$ cat src/lc3b_defs.svh
`ifndef LC3B_DEFS_SVH
`define LC3B_DEFS_SVH

`define LC3B_WORD_WIDTH 16 // data path and bus width in bits.
`define LC3B_NUM_REGS 8

// the first instruction is fetched from here after reset.
`define LC3B_RESET_PC 16'h0000

// trap vectors are word entries starting at this byte address.
`define LC3B_TRAP_BASE 16'h0000

`endif

$ cat src/lc3b_types.sv
`include "lc3b_defs.svh"

package lc3b_types;

	typedef logic [`LC3B_WORD_WIDTH-1:0] lc3b_word;
	typedef logic [$clog2(`LC3B_NUM_REGS)-1:0] lc3b_reg;
	typedef logic [2:0] lc3b_nzp; // negative, zero, positive.

	typedef enum logic [3:0] {
		op_br   = 4'b0000,
		op_add  = 4'b0001,
		op_ldb  = 4'b0010,
		op_stb  = 4'b0011,
		op_jsr  = 4'b0100,
		op_and  = 4'b0101,
		op_ldr  = 4'b0110,
		op_str  = 4'b0111,
		op_not  = 4'b1001,
		op_jmp  = 4'b1100,
		op_shf  = 4'b1101,
		op_lea  = 4'b1110,
		op_trap = 4'b1111
	} lc3b_opcode;

	typedef enum logic [2:0] {
		alu_add,
		alu_and,
		alu_not,
		alu_pass,
		alu_sll,
		alu_srl,
		alu_sra
	} lc3b_aluops;

	typedef struct packed {
		lc3b_opcode opcode;
		logic load_regfile;
		logic [1:0] sr2mux_sel; // immediate kind for the second operand.
		logic sr2mux2_sel;
		logic writemux_sel;
		logic destmux_sel;
		logic bradd2mux_sel;
		lc3b_aluops aluop;
		logic alumux_sel;
		logic mem_addr_mux_sel;
		logic [1:0] newpcmux_sel;
		logic [2:0] regfilemux_sel;
		logic load_cc;
	} lc3b_control_word;

endpackage

$ cat src/lc3b_wb_types.sv
`include "lc3b_defs.svh"

package lc3b_wb_types;

	// the bus carries byte addresses and one lane per byte of a word.
	typedef logic [`LC3B_WORD_WIDTH-1:0] lc3b_wb_addr;
	typedef logic [`LC3B_WORD_WIDTH-1:0] lc3b_wb_data;
	typedef logic [`LC3B_WORD_WIDTH/8-1:0] lc3b_wb_sel;

endpackage

$ cat src/control_rom.sv
`timescale 1ns/1ps

module control_rom (
	input lc3b_types::lc3b_opcode opcode,
	input logic ir4,
	input logic ir5,
	input logic ir11,
	output lc3b_types::lc3b_control_word ctrl
);

	import lc3b_types::*;

	always_comb begin
		// every opcode starts from a word that changes nothing.
		ctrl.opcode = opcode;
		ctrl.load_regfile = 1'b0;
		ctrl.sr2mux_sel = 2'b00;
		ctrl.sr2mux2_sel = 1'b0;
		ctrl.writemux_sel = 1'b0;
		ctrl.destmux_sel = 1'b0;
		ctrl.bradd2mux_sel = 1'b0;
		ctrl.aluop = alu_pass;
		ctrl.alumux_sel = 1'b0;
		ctrl.mem_addr_mux_sel = 1'b0;
		ctrl.newpcmux_sel = 2'b00;
		ctrl.regfilemux_sel = 3'b000;
		ctrl.load_cc = 1'b0;

		case (opcode)
			op_add: begin
				if (ir5) begin // immediate form uses imm5.
					ctrl.sr2mux_sel = 2'b10;
					ctrl.sr2mux2_sel = 1'b1;
				end
				ctrl.aluop = alu_add;
				ctrl.load_regfile = 1'b1;
				ctrl.load_cc = 1'b1;
			end

			op_and: begin
				if (ir5) begin
					ctrl.sr2mux_sel = 2'b10;
					ctrl.sr2mux2_sel = 1'b1;
				end
				ctrl.aluop = alu_and;
				ctrl.load_regfile = 1'b1;
				ctrl.load_cc = 1'b1;
			end

			op_not: begin
				ctrl.aluop = alu_not;
				ctrl.load_regfile = 1'b1;
				ctrl.load_cc = 1'b1;
			end

			op_shf: begin
				// the shift amount is imm4, direction and kind come from ir4 and ir5.
				ctrl.sr2mux_sel = 2'b11;
				ctrl.sr2mux2_sel = 1'b1;
				if (!ir4)
					ctrl.aluop = alu_sll;
				else if (!ir5)
					ctrl.aluop = alu_srl;
				else
					ctrl.aluop = alu_sra;
				ctrl.load_regfile = 1'b1;
				ctrl.load_cc = 1'b1;
			end

			op_br: begin
				ctrl.newpcmux_sel = 2'b01; // conditional on the nzp match.
			end

			op_jmp: begin
				ctrl.bradd2mux_sel = 1'b1; // the new PC is BaseR.
			end

			op_jsr: begin
				ctrl.writemux_sel = 1'b1;
				ctrl.regfilemux_sel = 3'b010;
				ctrl.load_regfile = 1'b1;
				if (!ir11)
					ctrl.bradd2mux_sel = 1'b1; // JSRR jumps to BaseR.
			end

			op_lea: begin
				ctrl.regfilemux_sel = 3'b011;
				ctrl.load_regfile = 1'b1;
				ctrl.load_cc = 1'b1;
			end

			op_ldr: begin
				// word address is BaseR plus the offset in words.
				ctrl.sr2mux2_sel = 1'b1;
				ctrl.aluop = alu_add;
				ctrl.regfilemux_sel = 3'b001;
				ctrl.load_regfile = 1'b1;
				ctrl.load_cc = 1'b1;
			end

			op_str: begin
				ctrl.sr2mux2_sel = 1'b1;
				ctrl.destmux_sel = 1'b1; // the stored register sits in the DR field.
				ctrl.aluop = alu_add;
			end

			op_ldb: begin
				ctrl.sr2mux_sel = 2'b01; // byte offset is not scaled.
				ctrl.sr2mux2_sel = 1'b1;
				ctrl.aluop = alu_add;
				ctrl.mem_addr_mux_sel = 1'b1;
				ctrl.regfilemux_sel = 3'b100;
				ctrl.load_regfile = 1'b1;
				ctrl.load_cc = 1'b1;
			end

			op_stb: begin
				ctrl.sr2mux_sel = 2'b01;
				ctrl.sr2mux2_sel = 1'b1;
				ctrl.destmux_sel = 1'b1;
				ctrl.aluop = alu_add;
				ctrl.mem_addr_mux_sel = 1'b1;
			end

			op_trap: begin
				// R7 takes the return address, then the PC comes from the vector table.
				ctrl.writemux_sel = 1'b1;
				ctrl.regfilemux_sel = 3'b010;
				ctrl.load_regfile = 1'b1;
				ctrl.alumux_sel = 1'b1;
				ctrl.newpcmux_sel = 2'b10;
			end

			default: begin
				ctrl = '0; // unknown opcodes fall through as a no-op.
			end
		endcase
	end

endmodule

$ cat src/lc3b_core.sv
`timescale 1ns/1ps

module lc3b_core (
	input logic clk,
	input logic rst,
	output logic wb_cyc,
	output logic wb_stb,
	output logic wb_we,
	output lc3b_wb_types::lc3b_wb_addr wb_adr,
	output lc3b_wb_types::lc3b_wb_sel wb_sel,
	output lc3b_wb_types::lc3b_wb_data wb_wdata,
	input lc3b_wb_types::lc3b_wb_data wb_rdata,
	input logic wb_ack
);

	import lc3b_types::*;

	lc3b_control_word ctrl;
	lc3b_word ir;
	lc3b_word pc;
	lc3b_word mem_addr;
	lc3b_word store_data;
	lc3b_word target_pc;
	lc3b_word mem_rdata;
	lc3b_word rdata_a;
	lc3b_word rdata_b;
	lc3b_word wdata;
	lc3b_reg raddr_a;
	lc3b_reg raddr_b;
	lc3b_reg waddr;
	lc3b_nzp nzp;
	logic rf_write;
	logic cc_load;

	assign cc_load = ctrl.load_cc && rf_write; // flags follow the gated write.

	control_rom control_rom_inst (
		.opcode(lc3b_opcode'(ir[15:12])),
		.ir4(ir[4]),
		.ir5(ir[5]),
		.ir11(ir[11]),
		.ctrl(ctrl)
	);

	lc3b_sequencer lc3b_sequencer_inst (
		.clk(clk),
		.rst(rst),
		.ctrl(ctrl),
		.nzp(nzp),
		.mem_addr(mem_addr),
		.store_data(store_data),
		.target_pc(target_pc),
		.ir(ir),
		.pc(pc),
		.rf_write(rf_write),
		.mem_rdata(mem_rdata),
		.wb_cyc(wb_cyc),
		.wb_stb(wb_stb),
		.wb_we(wb_we),
		.wb_adr(wb_adr),
		.wb_sel(wb_sel),
		.wb_wdata(wb_wdata),
		.wb_rdata(wb_rdata),
		.wb_ack(wb_ack)
	);

	lc3b_execute lc3b_execute_inst (
		.ir(ir),
		.pc(pc),
		.ctrl(ctrl),
		.rdata_a(rdata_a),
		.rdata_b(rdata_b),
		.mem_rdata(mem_rdata),
		.raddr_a(raddr_a),
		.raddr_b(raddr_b),
		.waddr(waddr),
		.wdata(wdata),
		.mem_addr(mem_addr),
		.store_data(store_data),
		.target_pc(target_pc)
	);

	lc3b_regfile lc3b_regfile_inst (
		.clk(clk),
		.rst(rst),
		.write(rf_write),
		.raddr_a(raddr_a),
		.raddr_b(raddr_b),
		.waddr(waddr),
		.wdata(wdata),
		.load_cc(cc_load),
		.rdata_a(rdata_a),
		.rdata_b(rdata_b),
		.nzp(nzp)
	);

endmodule

$ cat src/lc3b_execute.sv
`timescale 1ns/1ps
`include "lc3b_defs.svh"

module lc3b_execute (
	input lc3b_types::lc3b_word ir,
	input lc3b_types::lc3b_word pc,
	input lc3b_types::lc3b_control_word ctrl,
	input lc3b_types::lc3b_word rdata_a,
	input lc3b_types::lc3b_word rdata_b,
	input lc3b_types::lc3b_word mem_rdata,
	output lc3b_types::lc3b_reg raddr_a,
	output lc3b_types::lc3b_reg raddr_b,
	output lc3b_types::lc3b_reg waddr,
	output lc3b_types::lc3b_word wdata,
	output lc3b_types::lc3b_word mem_addr,
	output lc3b_types::lc3b_word store_data,
	output lc3b_types::lc3b_word target_pc
);

	import lc3b_types::*;

	lc3b_word imm;
	lc3b_word trap_addr;
	lc3b_word alu_a;
	lc3b_word alu_b;
	lc3b_word alu_out;
	lc3b_word pc_offset;
	lc3b_word pc_sum;

	assign raddr_a = ir[8:6]; // SR1 and BaseR share this field.
	assign raddr_b = ctrl.destmux_sel ? ir[11:9] : ir[2:0];
	assign waddr = ctrl.writemux_sel ? lc3b_reg'(`LC3B_NUM_REGS - 1) : ir[11:9];

	always_comb begin
		case (ctrl.sr2mux_sel)
			2'b00: imm = {{9{ir[5]}}, ir[5:0], 1'b0}; // word offset6.
			2'b01: imm = {{10{ir[5]}}, ir[5:0]};
			2'b10: imm = {{11{ir[4]}}, ir[4:0]};
			default: imm = {12'h000, ir[3:0]}; // shift amount.
		endcase
	end

	assign trap_addr = `LC3B_TRAP_BASE + {7'b0, ir[7:0], 1'b0};
	assign alu_a = ctrl.alumux_sel ? trap_addr : rdata_a;
	assign alu_b = ctrl.sr2mux2_sel ? imm : rdata_b;

	always_comb begin
		case (ctrl.aluop)
			alu_add: alu_out = alu_a + alu_b;
			alu_and: alu_out = alu_a & alu_b;
			alu_not: alu_out = ~alu_a;
			alu_sll: alu_out = alu_a << alu_b[3:0];
			alu_srl: alu_out = alu_a >> alu_b[3:0];
			alu_sra: alu_out = $signed(alu_a) >>> alu_b[3:0];
			default: alu_out = alu_a;
		endcase
	end

	// JSR reaches further than BR and LEA.
	assign pc_offset = (ctrl.opcode == op_jsr) ?
		{{4{ir[10]}}, ir[10:0], 1'b0} : {{6{ir[8]}}, ir[8:0], 1'b0};
	assign pc_sum = pc + pc_offset;
	assign target_pc = ctrl.bradd2mux_sel ? rdata_a : pc_sum;

	assign mem_addr = ctrl.mem_addr_mux_sel ? alu_out : {alu_out[15:1], 1'b0};
	assign store_data = rdata_b;

	always_comb begin
		case (ctrl.regfilemux_sel)
			3'b001: wdata = mem_rdata;
			3'b010: wdata = pc; // already the return address.
			3'b011: wdata = pc_sum;
			3'b100: wdata = {8'h00, mem_rdata[7:0]};
			default: wdata = alu_out;
		endcase
	end

endmodule

$ cat src/lc3b_regfile.sv
`timescale 1ns/1ps
`include "lc3b_defs.svh"

module lc3b_regfile (
	input logic clk,
	input logic rst,
	input logic write,
	input lc3b_types::lc3b_reg raddr_a,
	input lc3b_types::lc3b_reg raddr_b,
	input lc3b_types::lc3b_reg waddr,
	input lc3b_types::lc3b_word wdata,
	input logic load_cc,
	output lc3b_types::lc3b_word rdata_a,
	output lc3b_types::lc3b_word rdata_b,
	output lc3b_types::lc3b_nzp nzp
);

	import lc3b_types::*;

	lc3b_word regs [`LC3B_NUM_REGS];

	assign rdata_a = regs[raddr_a];
	assign rdata_b = regs[raddr_b];

	always_ff @(posedge clk) begin
		if (rst) begin
			for (int i = 0; i < `LC3B_NUM_REGS; i++)
				regs[i] <= '0;
			nzp <= '0;
		end else if (write) begin
			regs[waddr] <= wdata;
			if (load_cc)
				nzp <= {wdata[15], wdata == '0, !wdata[15] && wdata != '0};
		end
	end

	// condition codes only move together with a register write.
	a_cc_with_write: assert property (@(posedge clk) disable iff (rst) load_cc |-> write);

endmodule

$ cat src/lc3b_sequencer.sv
`timescale 1ns/1ps
`include "lc3b_defs.svh"

module lc3b_sequencer (
	input logic clk,
	input logic rst,
	input lc3b_types::lc3b_control_word ctrl,
	input lc3b_types::lc3b_nzp nzp,
	input lc3b_types::lc3b_word mem_addr,
	input lc3b_types::lc3b_word store_data,
	input lc3b_types::lc3b_word target_pc,
	output lc3b_types::lc3b_word ir,
	output lc3b_types::lc3b_word pc,
	output logic rf_write,
	output lc3b_types::lc3b_word mem_rdata,
	output logic wb_cyc,
	output logic wb_stb,
	output logic wb_we,
	output lc3b_wb_types::lc3b_wb_addr wb_adr,
	output lc3b_wb_types::lc3b_wb_sel wb_sel,
	output lc3b_wb_types::lc3b_wb_data wb_wdata,
	input lc3b_wb_types::lc3b_wb_data wb_rdata,
	input logic wb_ack
);

	import lc3b_types::*;

	typedef enum logic [1:0] {s_fetch, s_exec, s_mem} state_t;

	state_t state;
	logic is_byte;
	logic is_load;
	logic is_store;
	logic mem_op;
	logic taken;
	lc3b_word next_pc;

	assign is_byte = (ctrl.opcode == op_ldb) || (ctrl.opcode == op_stb);
	assign is_load = (ctrl.opcode == op_ldr) || (ctrl.opcode == op_ldb);
	assign is_store = (ctrl.opcode == op_str) || (ctrl.opcode == op_stb);
	assign mem_op = is_load || is_store || (ctrl.opcode == op_trap);

	// branches test the IR nzp field, jumps and subroutine calls always go.
	assign taken = ((ctrl.newpcmux_sel == 2'b01) && |(ir[11:9] & nzp)) ||
		(ctrl.opcode == op_jmp) || (ctrl.opcode == op_jsr);
	assign next_pc = taken ? target_pc : pc;

	// loads write back on the data ack, everything else at the end of EXEC.
	assign rf_write = ctrl.load_regfile &&
		((state == s_exec && !is_load) || (state == s_mem && wb_stb && wb_ack && is_load));

	// an odd LDB byte arrives in the upper lane and is moved down.
	assign mem_rdata = (ctrl.opcode == op_ldb && mem_addr[0]) ?
		{wb_rdata[7:0], wb_rdata[15:8]} : wb_rdata;

	always_ff @(posedge clk) begin
		if (rst) begin
			state <= s_fetch;
			pc <= `LC3B_RESET_PC;
			ir <= '0;
			wb_cyc <= 1'b0;
			wb_stb <= 1'b0;
			wb_we <= 1'b0;
		end else begin
			case (state)
				s_fetch: begin
					if (!wb_cyc) begin
						wb_cyc <= 1'b1; // open the instruction read.
						wb_stb <= 1'b1;
						wb_we <= 1'b0;
						wb_adr <= pc;
						wb_sel <= 2'b11;
					end else if (wb_ack) begin
						wb_cyc <= 1'b0;
						wb_stb <= 1'b0;
						ir <= wb_rdata;
						pc <= pc + 16'd2;
						state <= s_exec;
					end
				end
				s_exec: begin
					pc <= next_pc;
					if (mem_op) begin
						wb_cyc <= 1'b1;
						wb_stb <= 1'b1;
						wb_we <= is_store;
						wb_adr <= {mem_addr[15:1], 1'b0};
						wb_sel <= is_byte ? (mem_addr[0] ? 2'b10 : 2'b01) : 2'b11;
						wb_wdata <= is_byte ? {2{store_data[7:0]}} : store_data;
						state <= s_mem;
					end else begin
						state <= s_fetch;
					end
				end
				s_mem: begin
					if (wb_ack) begin
						wb_cyc <= 1'b0;
						wb_stb <= 1'b0;
						wb_we <= 1'b0;
						if (ctrl.newpcmux_sel == 2'b10)
							pc <= wb_rdata; // trap vector read.
						state <= s_fetch;
					end
				end
				default: state <= s_fetch;
			endcase
		end
	end

	// an acknowledged request releases both the cycle and the strobe.
	a_ack_release: assert property (@(posedge clk) disable iff (rst)
		wb_stb && wb_ack |=> !wb_cyc && !wb_stb);

	// a pending request holds its address and direction until the slave answers.
	a_req_stable: assert property (@(posedge clk) disable iff (rst)
		wb_stb && !wb_ack |=> wb_stb && $stable(wb_adr) && $stable(wb_we) && $stable(wb_sel));

	a_fetch_read: assert property (@(posedge clk) disable iff (rst)
		state == s_fetch |-> !wb_we);

endmodule

$ cat config.mk
export PLATFORM = sky130hd
export DESIGN_NAME = lc3b_core
export DESIGN_NICKNAME = d
export VERILOG_FILES = /design/src/lc3b_types.sv /design/src/lc3b_wb_types.sv /design/src/control_rom.sv /design/src/lc3b_core.sv /design/src/lc3b_execute.sv /design/src/lc3b_regfile.sv /design/src/lc3b_sequencer.sv
export VERILOG_INCLUDE_DIRS = /design/src
export SDC_FILE = /design/constraint.sdc
export NUM_CORES = 1
export LEC_CHECK = 0
export ABC_CLOCK_PERIOD_IN_PS = 6200
export BUFFER_PORTS_ARGS = -buffer_cell sky130_fd_sc_hd__buf_2
export CORE_AREA = 2 2 190 173
export DETAILED_ROUTE_END_ITERATION = 8
export DIE_AREA = 0 0 192 175
export PLACE_DENSITY = 0.63
export SLEW_MARGIN = 20
export SYNTH_ARGS = -nofsm -noshare
export SYNTH_HDL_FRONTEND = slang
export SYNTH_SLANG_ARGS = --single-unit
$ cat constraint.sdc
create_clock -name clk -period 6.2 [get_ports clk]
set_clock_uncertainty 0.15 [all_clocks]
set_input_delay 0.62 -clock clk [delete_from_list [all_inputs] [get_ports clk]]
set_output_delay 0.62 -clock clk [all_outputs]
set_load 0.005 [all_outputs]
After elaboration in Yosys (flattened, before gate mapping) --
Memory sizes are Yosys's and may differ from the RTL's. A register that Yosys moved wholly into a read port is not among the register bits. Index checks and enable logic that the tools add are counted.
Storage, ports and cells: bits in registers 74, RAM bits 128, logic and storage cells 178, memories 1
Memory list:
- lc3b_regfile_inst.regs | depth 8, width 16, rd ports 2, clocked after memory_dff 1, write ports 8, RTL line lc3b_regfile.sv:20 | lc3b_word regs [`LC3B_NUM_REGS];
Cells by class: add/subtract/negate cells 3, eq/ne operators 41, shift operators 3, multiplexer cells 69, bitwise operators 4, reductions and logical operators 47
Operator list (number):
- $mux W16 | 14
- $pmux W16 S3 | 2
- $pmux W16 S6 | 1
- $pmux W16 S4 | 1
- $add A16 B16 Y16 | 2
- $pmux W16 S2 | 1
- $eq A4 B3 Y1 const B | 7
- $eq A4 B4 Y1 const B | 7
- $pmux W3 S4 | 2
- $mux W1 | 22
- $mux W2 | 10
- $mux W3 | 6
- $add A16 B2 Y16 const B | 1
- $and A16 B16 Y16 | 1
- $eq A4 B2 Y1 const B | 4
- $logic_not A16 Y1 | 1
- $not A16 Y16 | 1
- $reduce_bool A16 Y1 | 1
- $reduce_or A16 Y1 | 1
- $shl A16 B4 Y16 | 1
- $shr A16 B4 Y16 | 1
- $sshr A16 B4 Y16 | 1
- $reduce_or A13 Y1 | 1
- $eq A3 B3 Y1 const B | 4
- other kinds (31) | 74

Logic depth before layout (Yosys ltp) --
depth after elaboration 14, depth in mapped cells 25, depth with buffers taken out 21

Hierarchy --
Synthesis repeated with hierarchy kept, for this count alone.
Unflattened totals: cells, all modules 1646, area total of the unflattened synthesis 16180.5 µm²
By module, submodules not included:
- lc3b_regfile | times used 1, cells an instance 419, area an instance 6887.9 µm², seq. area each 3903.7 µm²
- lc3b_execute | times used 1, cells an instance 817, area an instance 5376.4 µm², seq. area each 0.0 µm²
- lc3b_sequencer | times used 1, cells an instance 357, area an instance 3601.0 µm², seq. area each 1761.7 µm²
- control_rom | times used 1, cells an instance 52, area an instance 309.0 µm², seq. area each 0.0 µm²
- lc3b_core | times used 1, cells an instance 1, area an instance 6.3 µm², seq. area each 0.0 µm²

Worst setup path after synthesis --
Ideal clock, no wire load.
path type register to register, start point reg lc3b_sequencer_inst.ir[12], end point reg lc3b_regfile_inst.nzp[0], library setup time 0.126 ns, arrival 5.044 ns, required time 5.924 ns, path slack 0.879 ns, cell stages (with the launch flop) 26, path buffers 6, clock period less this slack 5.321 ns, cells stage by stage dfxtp_1 > buf_2 > nand3b_1 > buf_4 > mux2i_1 > buf_2 > buf_1 > clkbuf_1 > nand3_1 > a31oi_1 > a221oi_1 > ha_1 > a21o_1 > a21oi_1 > nand3b_1 > nor3_1 > a211oi_1 > or4_1 > a21oi_1 > xnor2_1 > a221o_1 > o21ai_0 > a22o_1 > buf_2 > nand3b_1 > o211ai_1
Between the ends: cells in the longest elaborated chain, start to end 14, elaborated cells between the ends (all ways) 77, classes of those cells add/sub: 2; eq/ne: 26; shift: 3; mux: 19; bitwise: 2; reduce/logical: 24; memory: 1
RTL lines:
- from (decl) | RTL line lc3b_sequencer.sv:12 | output lc3b_types::lc3b_word ir,
- from (signal assigned) | RTL line lc3b_sequencer.sv:76 | ir <= wb_rdata;
- $eq A4 B3 Y1, or another cell as far along | RTL line control_rom.sv:29 | case (opcode)
- $reduce_or A2 Y1 (no line)
- $mux W1 / $pmux W2 S3 (equally long branches) | RTL line control_rom.sv:29
- $mux W3, or another cell as far along | RTL line lc3b_execute.sv:31 | assign raddr_b = ctrl.destmux_sel ? ir[11:9] : ir[2:0];
- $mem_v2 Z8 W16 / $pmux W16 S3 (equally long branches)
- $mux W16 | RTL line lc3b_execute.sv:45 | assign alu_b = ctrl.sr2mux2_sel ? imm : rdata_b;
- $add A16 B16 Y16, or another cell as far along | RTL line lc3b_execute.sv:49 | alu_add: alu_out = alu_a + alu_b;
- $pmux W16 S6 | RTL line lc3b_execute.sv:48 | case (ctrl.aluop)
- $mux W1 | RTL line lc3b_execute.sv:65 | assign mem_addr = ctrl.mem_addr_mux_sel ? alu_out : {alu_out[15:1], 1'b0};
- $logic_and A1 B1 Y1 | RTL line lc3b_sequencer.sv:53 | assign mem_rdata = (ctrl.opcode == op_ldb && mem_addr[0]) ?
- $mux W16 | RTL line lc3b_sequencer.sv:53
- $pmux W16 S4 | RTL line lc3b_execute.sv:69 | case (ctrl.regfilemux_sel)
- $reduce_bool A16 Y1 / $logic_not A1 Y1 (equally long branches) | RTL line lc3b_regfile.sv:33 | nzp <= {wdata[15], wdata == '0, !wdata[15] && wdata != '0};
- $logic_and A1 B1 Y1 | RTL line lc3b_regfile.sv:33
- to (signal assigned) | RTL line lc3b_regfile.sv:33
- to (decl) | RTL line lc3b_regfile.sv:15 | output lc3b_types::lc3b_nzp nzp
Parallel ways exist; a longest one is shown, timed or not. A chain may end at the register's enable or synchronous reset.

Worst setup path after layout --
start point reg lc3b_sequencer_inst.ir[15], end point reg lc3b_regfile_inst.nzp[0]
Same word-level chain as after synthesis.

==> reports/summary.txt <==
status: finished, final reports clean
Post-Place Cells: 2301
Pre-Repair DR Iteration Count: 9
Routed Wire Length: 64530 um
Critical Path Most Common Cell: nand3b_1
WP data arrival: 6.25 ns
Post-synth EDFFs: 162
Sw Pwr: 0.001762 W
Critical Path RT: 6.48 ns
GR Overflow Total: 0
number of cells on the critical path: 21
TritonCTS clock tree: yes
RR Startpoint: lc3b_sequencer_inst.ir[15]
Final Setup Violations: 0
clock power share: 34.5%
CTS root buffer: clkbuf_16
Slew headroom: 23.64%
GPL Wtd Cong: 1.020
total negative slack: 0 ns
total CTS buffers: 24
critical path capture point: lc3b_regfile_inst.nzp[0]
Chip Height: 175 um
FF-to-FF path depth: 21
clock sink count: 205
Slew Viols, Final: 0
Routed Antenna Nets: 0
Post-Synthesis Mean Instance Area: 8.376 um2
Synth Register Bits: 205
Die Footprint: 0.03360 mm2
Mapped Cells: 1871
Finished Core Util: 55.70%
row cnt: 62
critical path class: flip-flop to flip-flop
CP Capture Type: flip-flop
Worst setup SP type: flip-flop
DRC: 0
Vias: 16010
# IOs: 56
cell accounting for the most synthesized area: edfxtp_1
maximum vdd drop: 0.2385 mV
largest net degree at the start of global routing: 57
Yosys cell types: 85
Top Family by Delay on Critical Path: compound AO/OA/AOI/OAI gates
Sw Ratio: 35.77%
worst-margin pin slew: 1.145 ns
slowest CP cell: mux2i_4
# diodes: 0
global-route wire length before repair: 95850 um
CTS H-Tree Depth: 1
Nets: 1967
Mapped Area: 0.01567 mm2
Core ar.: 0.03165 mm2
layout cell share with drive strength beyond 1: 13.53%
most instantiated library cell after synthesis: nand2_1
CP bufs+invs: 1
combinational share of power: 33.1%
DR iter-0 viols: 2464
CP cell instances: nand3b_1 > mux2i_4 > buf_4 > nand2_1 > and3_1 > a311oi_1 > a31oi_1 > a222oi_1 > ha_1 > a21oi_2 > nand3b_1 > nor3_1 > a211oi_1 > or4_1 > a21oi_1 > xnor2_1 > a221o_1 > o21ai_0 > a22o_2 > nand3b_1 > o211ai_1
FF-to-FF setup slack: 0.23 ns
r2r endpoint: lc3b_regfile_inst.nzp[0]
Clock Pin Slew Worst Setup and Hold Paths: 0.06 ns
Async SR Flop Fraction: 0%
f_max: 167.5 MHz
Cell Count, Final, Fillers Out: 2345
crit path time final: 5.969 ns
worst-path maximum fanout: 17
die width: 192 um
Flop pwr share: 32.4%
endpoints failing hold: 0
largest cells by area after synthesis: edfxtp_1 (31%), nand2_1 (6.3%), mux2i_1 (6.3%)
Avg WL per Cell: 27.52 um
clk_lat worst skew: 0.57 ns
Pleak: 6.637 nW
Ys Warns: 0
Layout area overhead: 12.49%
Global Route Usage Sum: 38.35%
IO buf count: 55
max_cap viols: 0
Top FF cell, synth: edfxtp_1
HP Class: input port to flip-flop
Initial Util: 49.51%
Crit. Startpoint: lc3b_sequencer_inst.ir[15]
Synth top area share: 31.04%
DP Wirelength: 46910 um
Longest Clk Path Bufs: 3
Seq/Total Area, Yosys: 36.53%
Synth top cells by count: nand2_1 (264), nor2_1 (257), edfxtp_1 (162), a21oi_1 (121), o21ai_0 (103)
syn nets: 1927
Pint: 0.003163 W
Pwr Total: 0.004925 W
initial antenna violation count: 1
PD cells: 279.4 mW/mm2
vias per std cell: 6.828
Largest stage delay, worst path: 0.47 ns
fin crit share: 96.27%
vias in the first global route: 14800
## how the worst min path moves through the flow
stage / start / to / cells past startpoint
global route: wb_rdata[5] / lc3b_sequencer_inst.ir[5] / 3
floorplan: lc3b_regfile_inst.nzp[2] / lc3b_regfile_inst.nzp[2] / 2
global placement: lc3b_regfile_inst.nzp[2] / lc3b_regfile_inst.nzp[2] / 2
CTS: wb_rdata[5] / lc3b_sequencer_inst.ir[5] / 3
detailed placement: lc3b_regfile_inst.nzp[2] / lc3b_regfile_inst.nzp[2] / 2
finish: wb_rdata[5] / lc3b_sequencer_inst.ir[5] / 3
## worst register-to-register path: cells and delay by family (launching register included)
family	cells	cell delay (ns)
xor gates and xnor gates	1	0.09
AOI/OAI and AO/OA	10	2.63
DFF	1	0.33
and+or+nand+nor	7	1.50
adders and majority gates	1	0.38
muxes	1	0.47
buffers and inverters	1	0.30
## power groups by stage
stage                     Clock, W  Combinational, W  Sequential [W]
final                      0.00170           0.00163         0.00160
after global routing       0.00176           0.00171         0.00160
after CTS                  0.00171           0.00156         0.00159
after detailed placement         0           0.00156         0.00162
after global placement           0           0.00156         0.00162
after floorplan                  0          0.000988         0.00160
## routing by layer
layer | global-route usage (%) | part of all wire, % | up-vias
met5 | 2.515 | 0.20 | -
met4 | 15.84 | 5.0 | 5
met3 | 9.279 | 13 | 217
met2 | 54.51 | 41 | 1181
met1 | 55.37 | 40 | 7607
li1 | - | - | 7002
## layout by cell type, fill, tap and decap left out, drive strengths merged, types with 9 or more instances in the layout
master and instances:
nor3 35, nor2 257, a21oi 123, o31ai 13
nand3 51, edfxtp 162, dfxtp 43, nand4 10
o22ai 21, or3 10, a311oi 13, inv 46
buf 154, a211oi 30, and3 34, o211ai 18
xnor2 14, o21ai 119, o21a 9, a31oi 21
mux4 14, nand2 264, nand2b 23, a22oi 25
a2111oi 10, a21o 14, o21bai 11, ha 36
nor2b 27, clkbuf 30, mux2 21, a221oi 12
a22o 29, mux2i 99, o31a 10
## final cells by class
cell class | count | area (um2)
clock buffers | 30 | 654.4
clock inverters | 14 | 296.5
fillers | 2969 | 14020
inverters | 46 | 172.7
multi-input cells | 1480 | 9226
flip-flops and latches | 205 | 5728
well taps | 416 | 520.5
repair buffers | 154 | 1031
## through the flow
step / area (um2) / setup slack [ns] / hold WS (ns)
global route: 17630 / -0.004000 / 0.2157
global placement: 16660 / 0.5045 / 0.2919
finish: 17630 / 0.2313 / 0.2034
CTS: 17620 / 0.1904 / 0.2013
detailed placement: 16670 / 0.2207 / 0.3035
floorplan: 15670 / 0.8794 / 0.2860
## logic make-up after synthesis
kind of cell | count (synthesis) | synth area share, %
flops | 205 | 36.53
mux | 134 | 9.868
simple gates | 757 | 21.67
xor+xnor | 22 | 1.317
fa+ha+maj | 38 | 3.066
compound gates | 529 | 22.61
buf+inv | 186 | 4.934
## sequential cells by signal (all words and copies together), names as in the netlist, named ones only
name                          flops
lc3b_regfile_inst.regs          128
lc3b_sequencer_inst.state         2
lc3b_regfile_inst.nzp             3
lc3b_sequencer_inst.wb_we         1
lc3b_sequencer_inst.wb_stb        1
lc3b_sequencer_inst.ir           16
lc3b_sequencer_inst.wb_wdata     16
lc3b_sequencer_inst.wb_adr       16
lc3b_sequencer_inst.wb_cyc        1
lc3b_sequencer_inst.wb_sel        2
lc3b_sequencer_inst.pc           16
## repair_timing
action | in CTS | in global routing
setup buffers | 0 | 0
gates resized for setup | 0 | 2
hold buffers | 0 | 0
setup endpoints to repair | 0 | 10
Note: power is estimated with default switching activity, not from simulation.
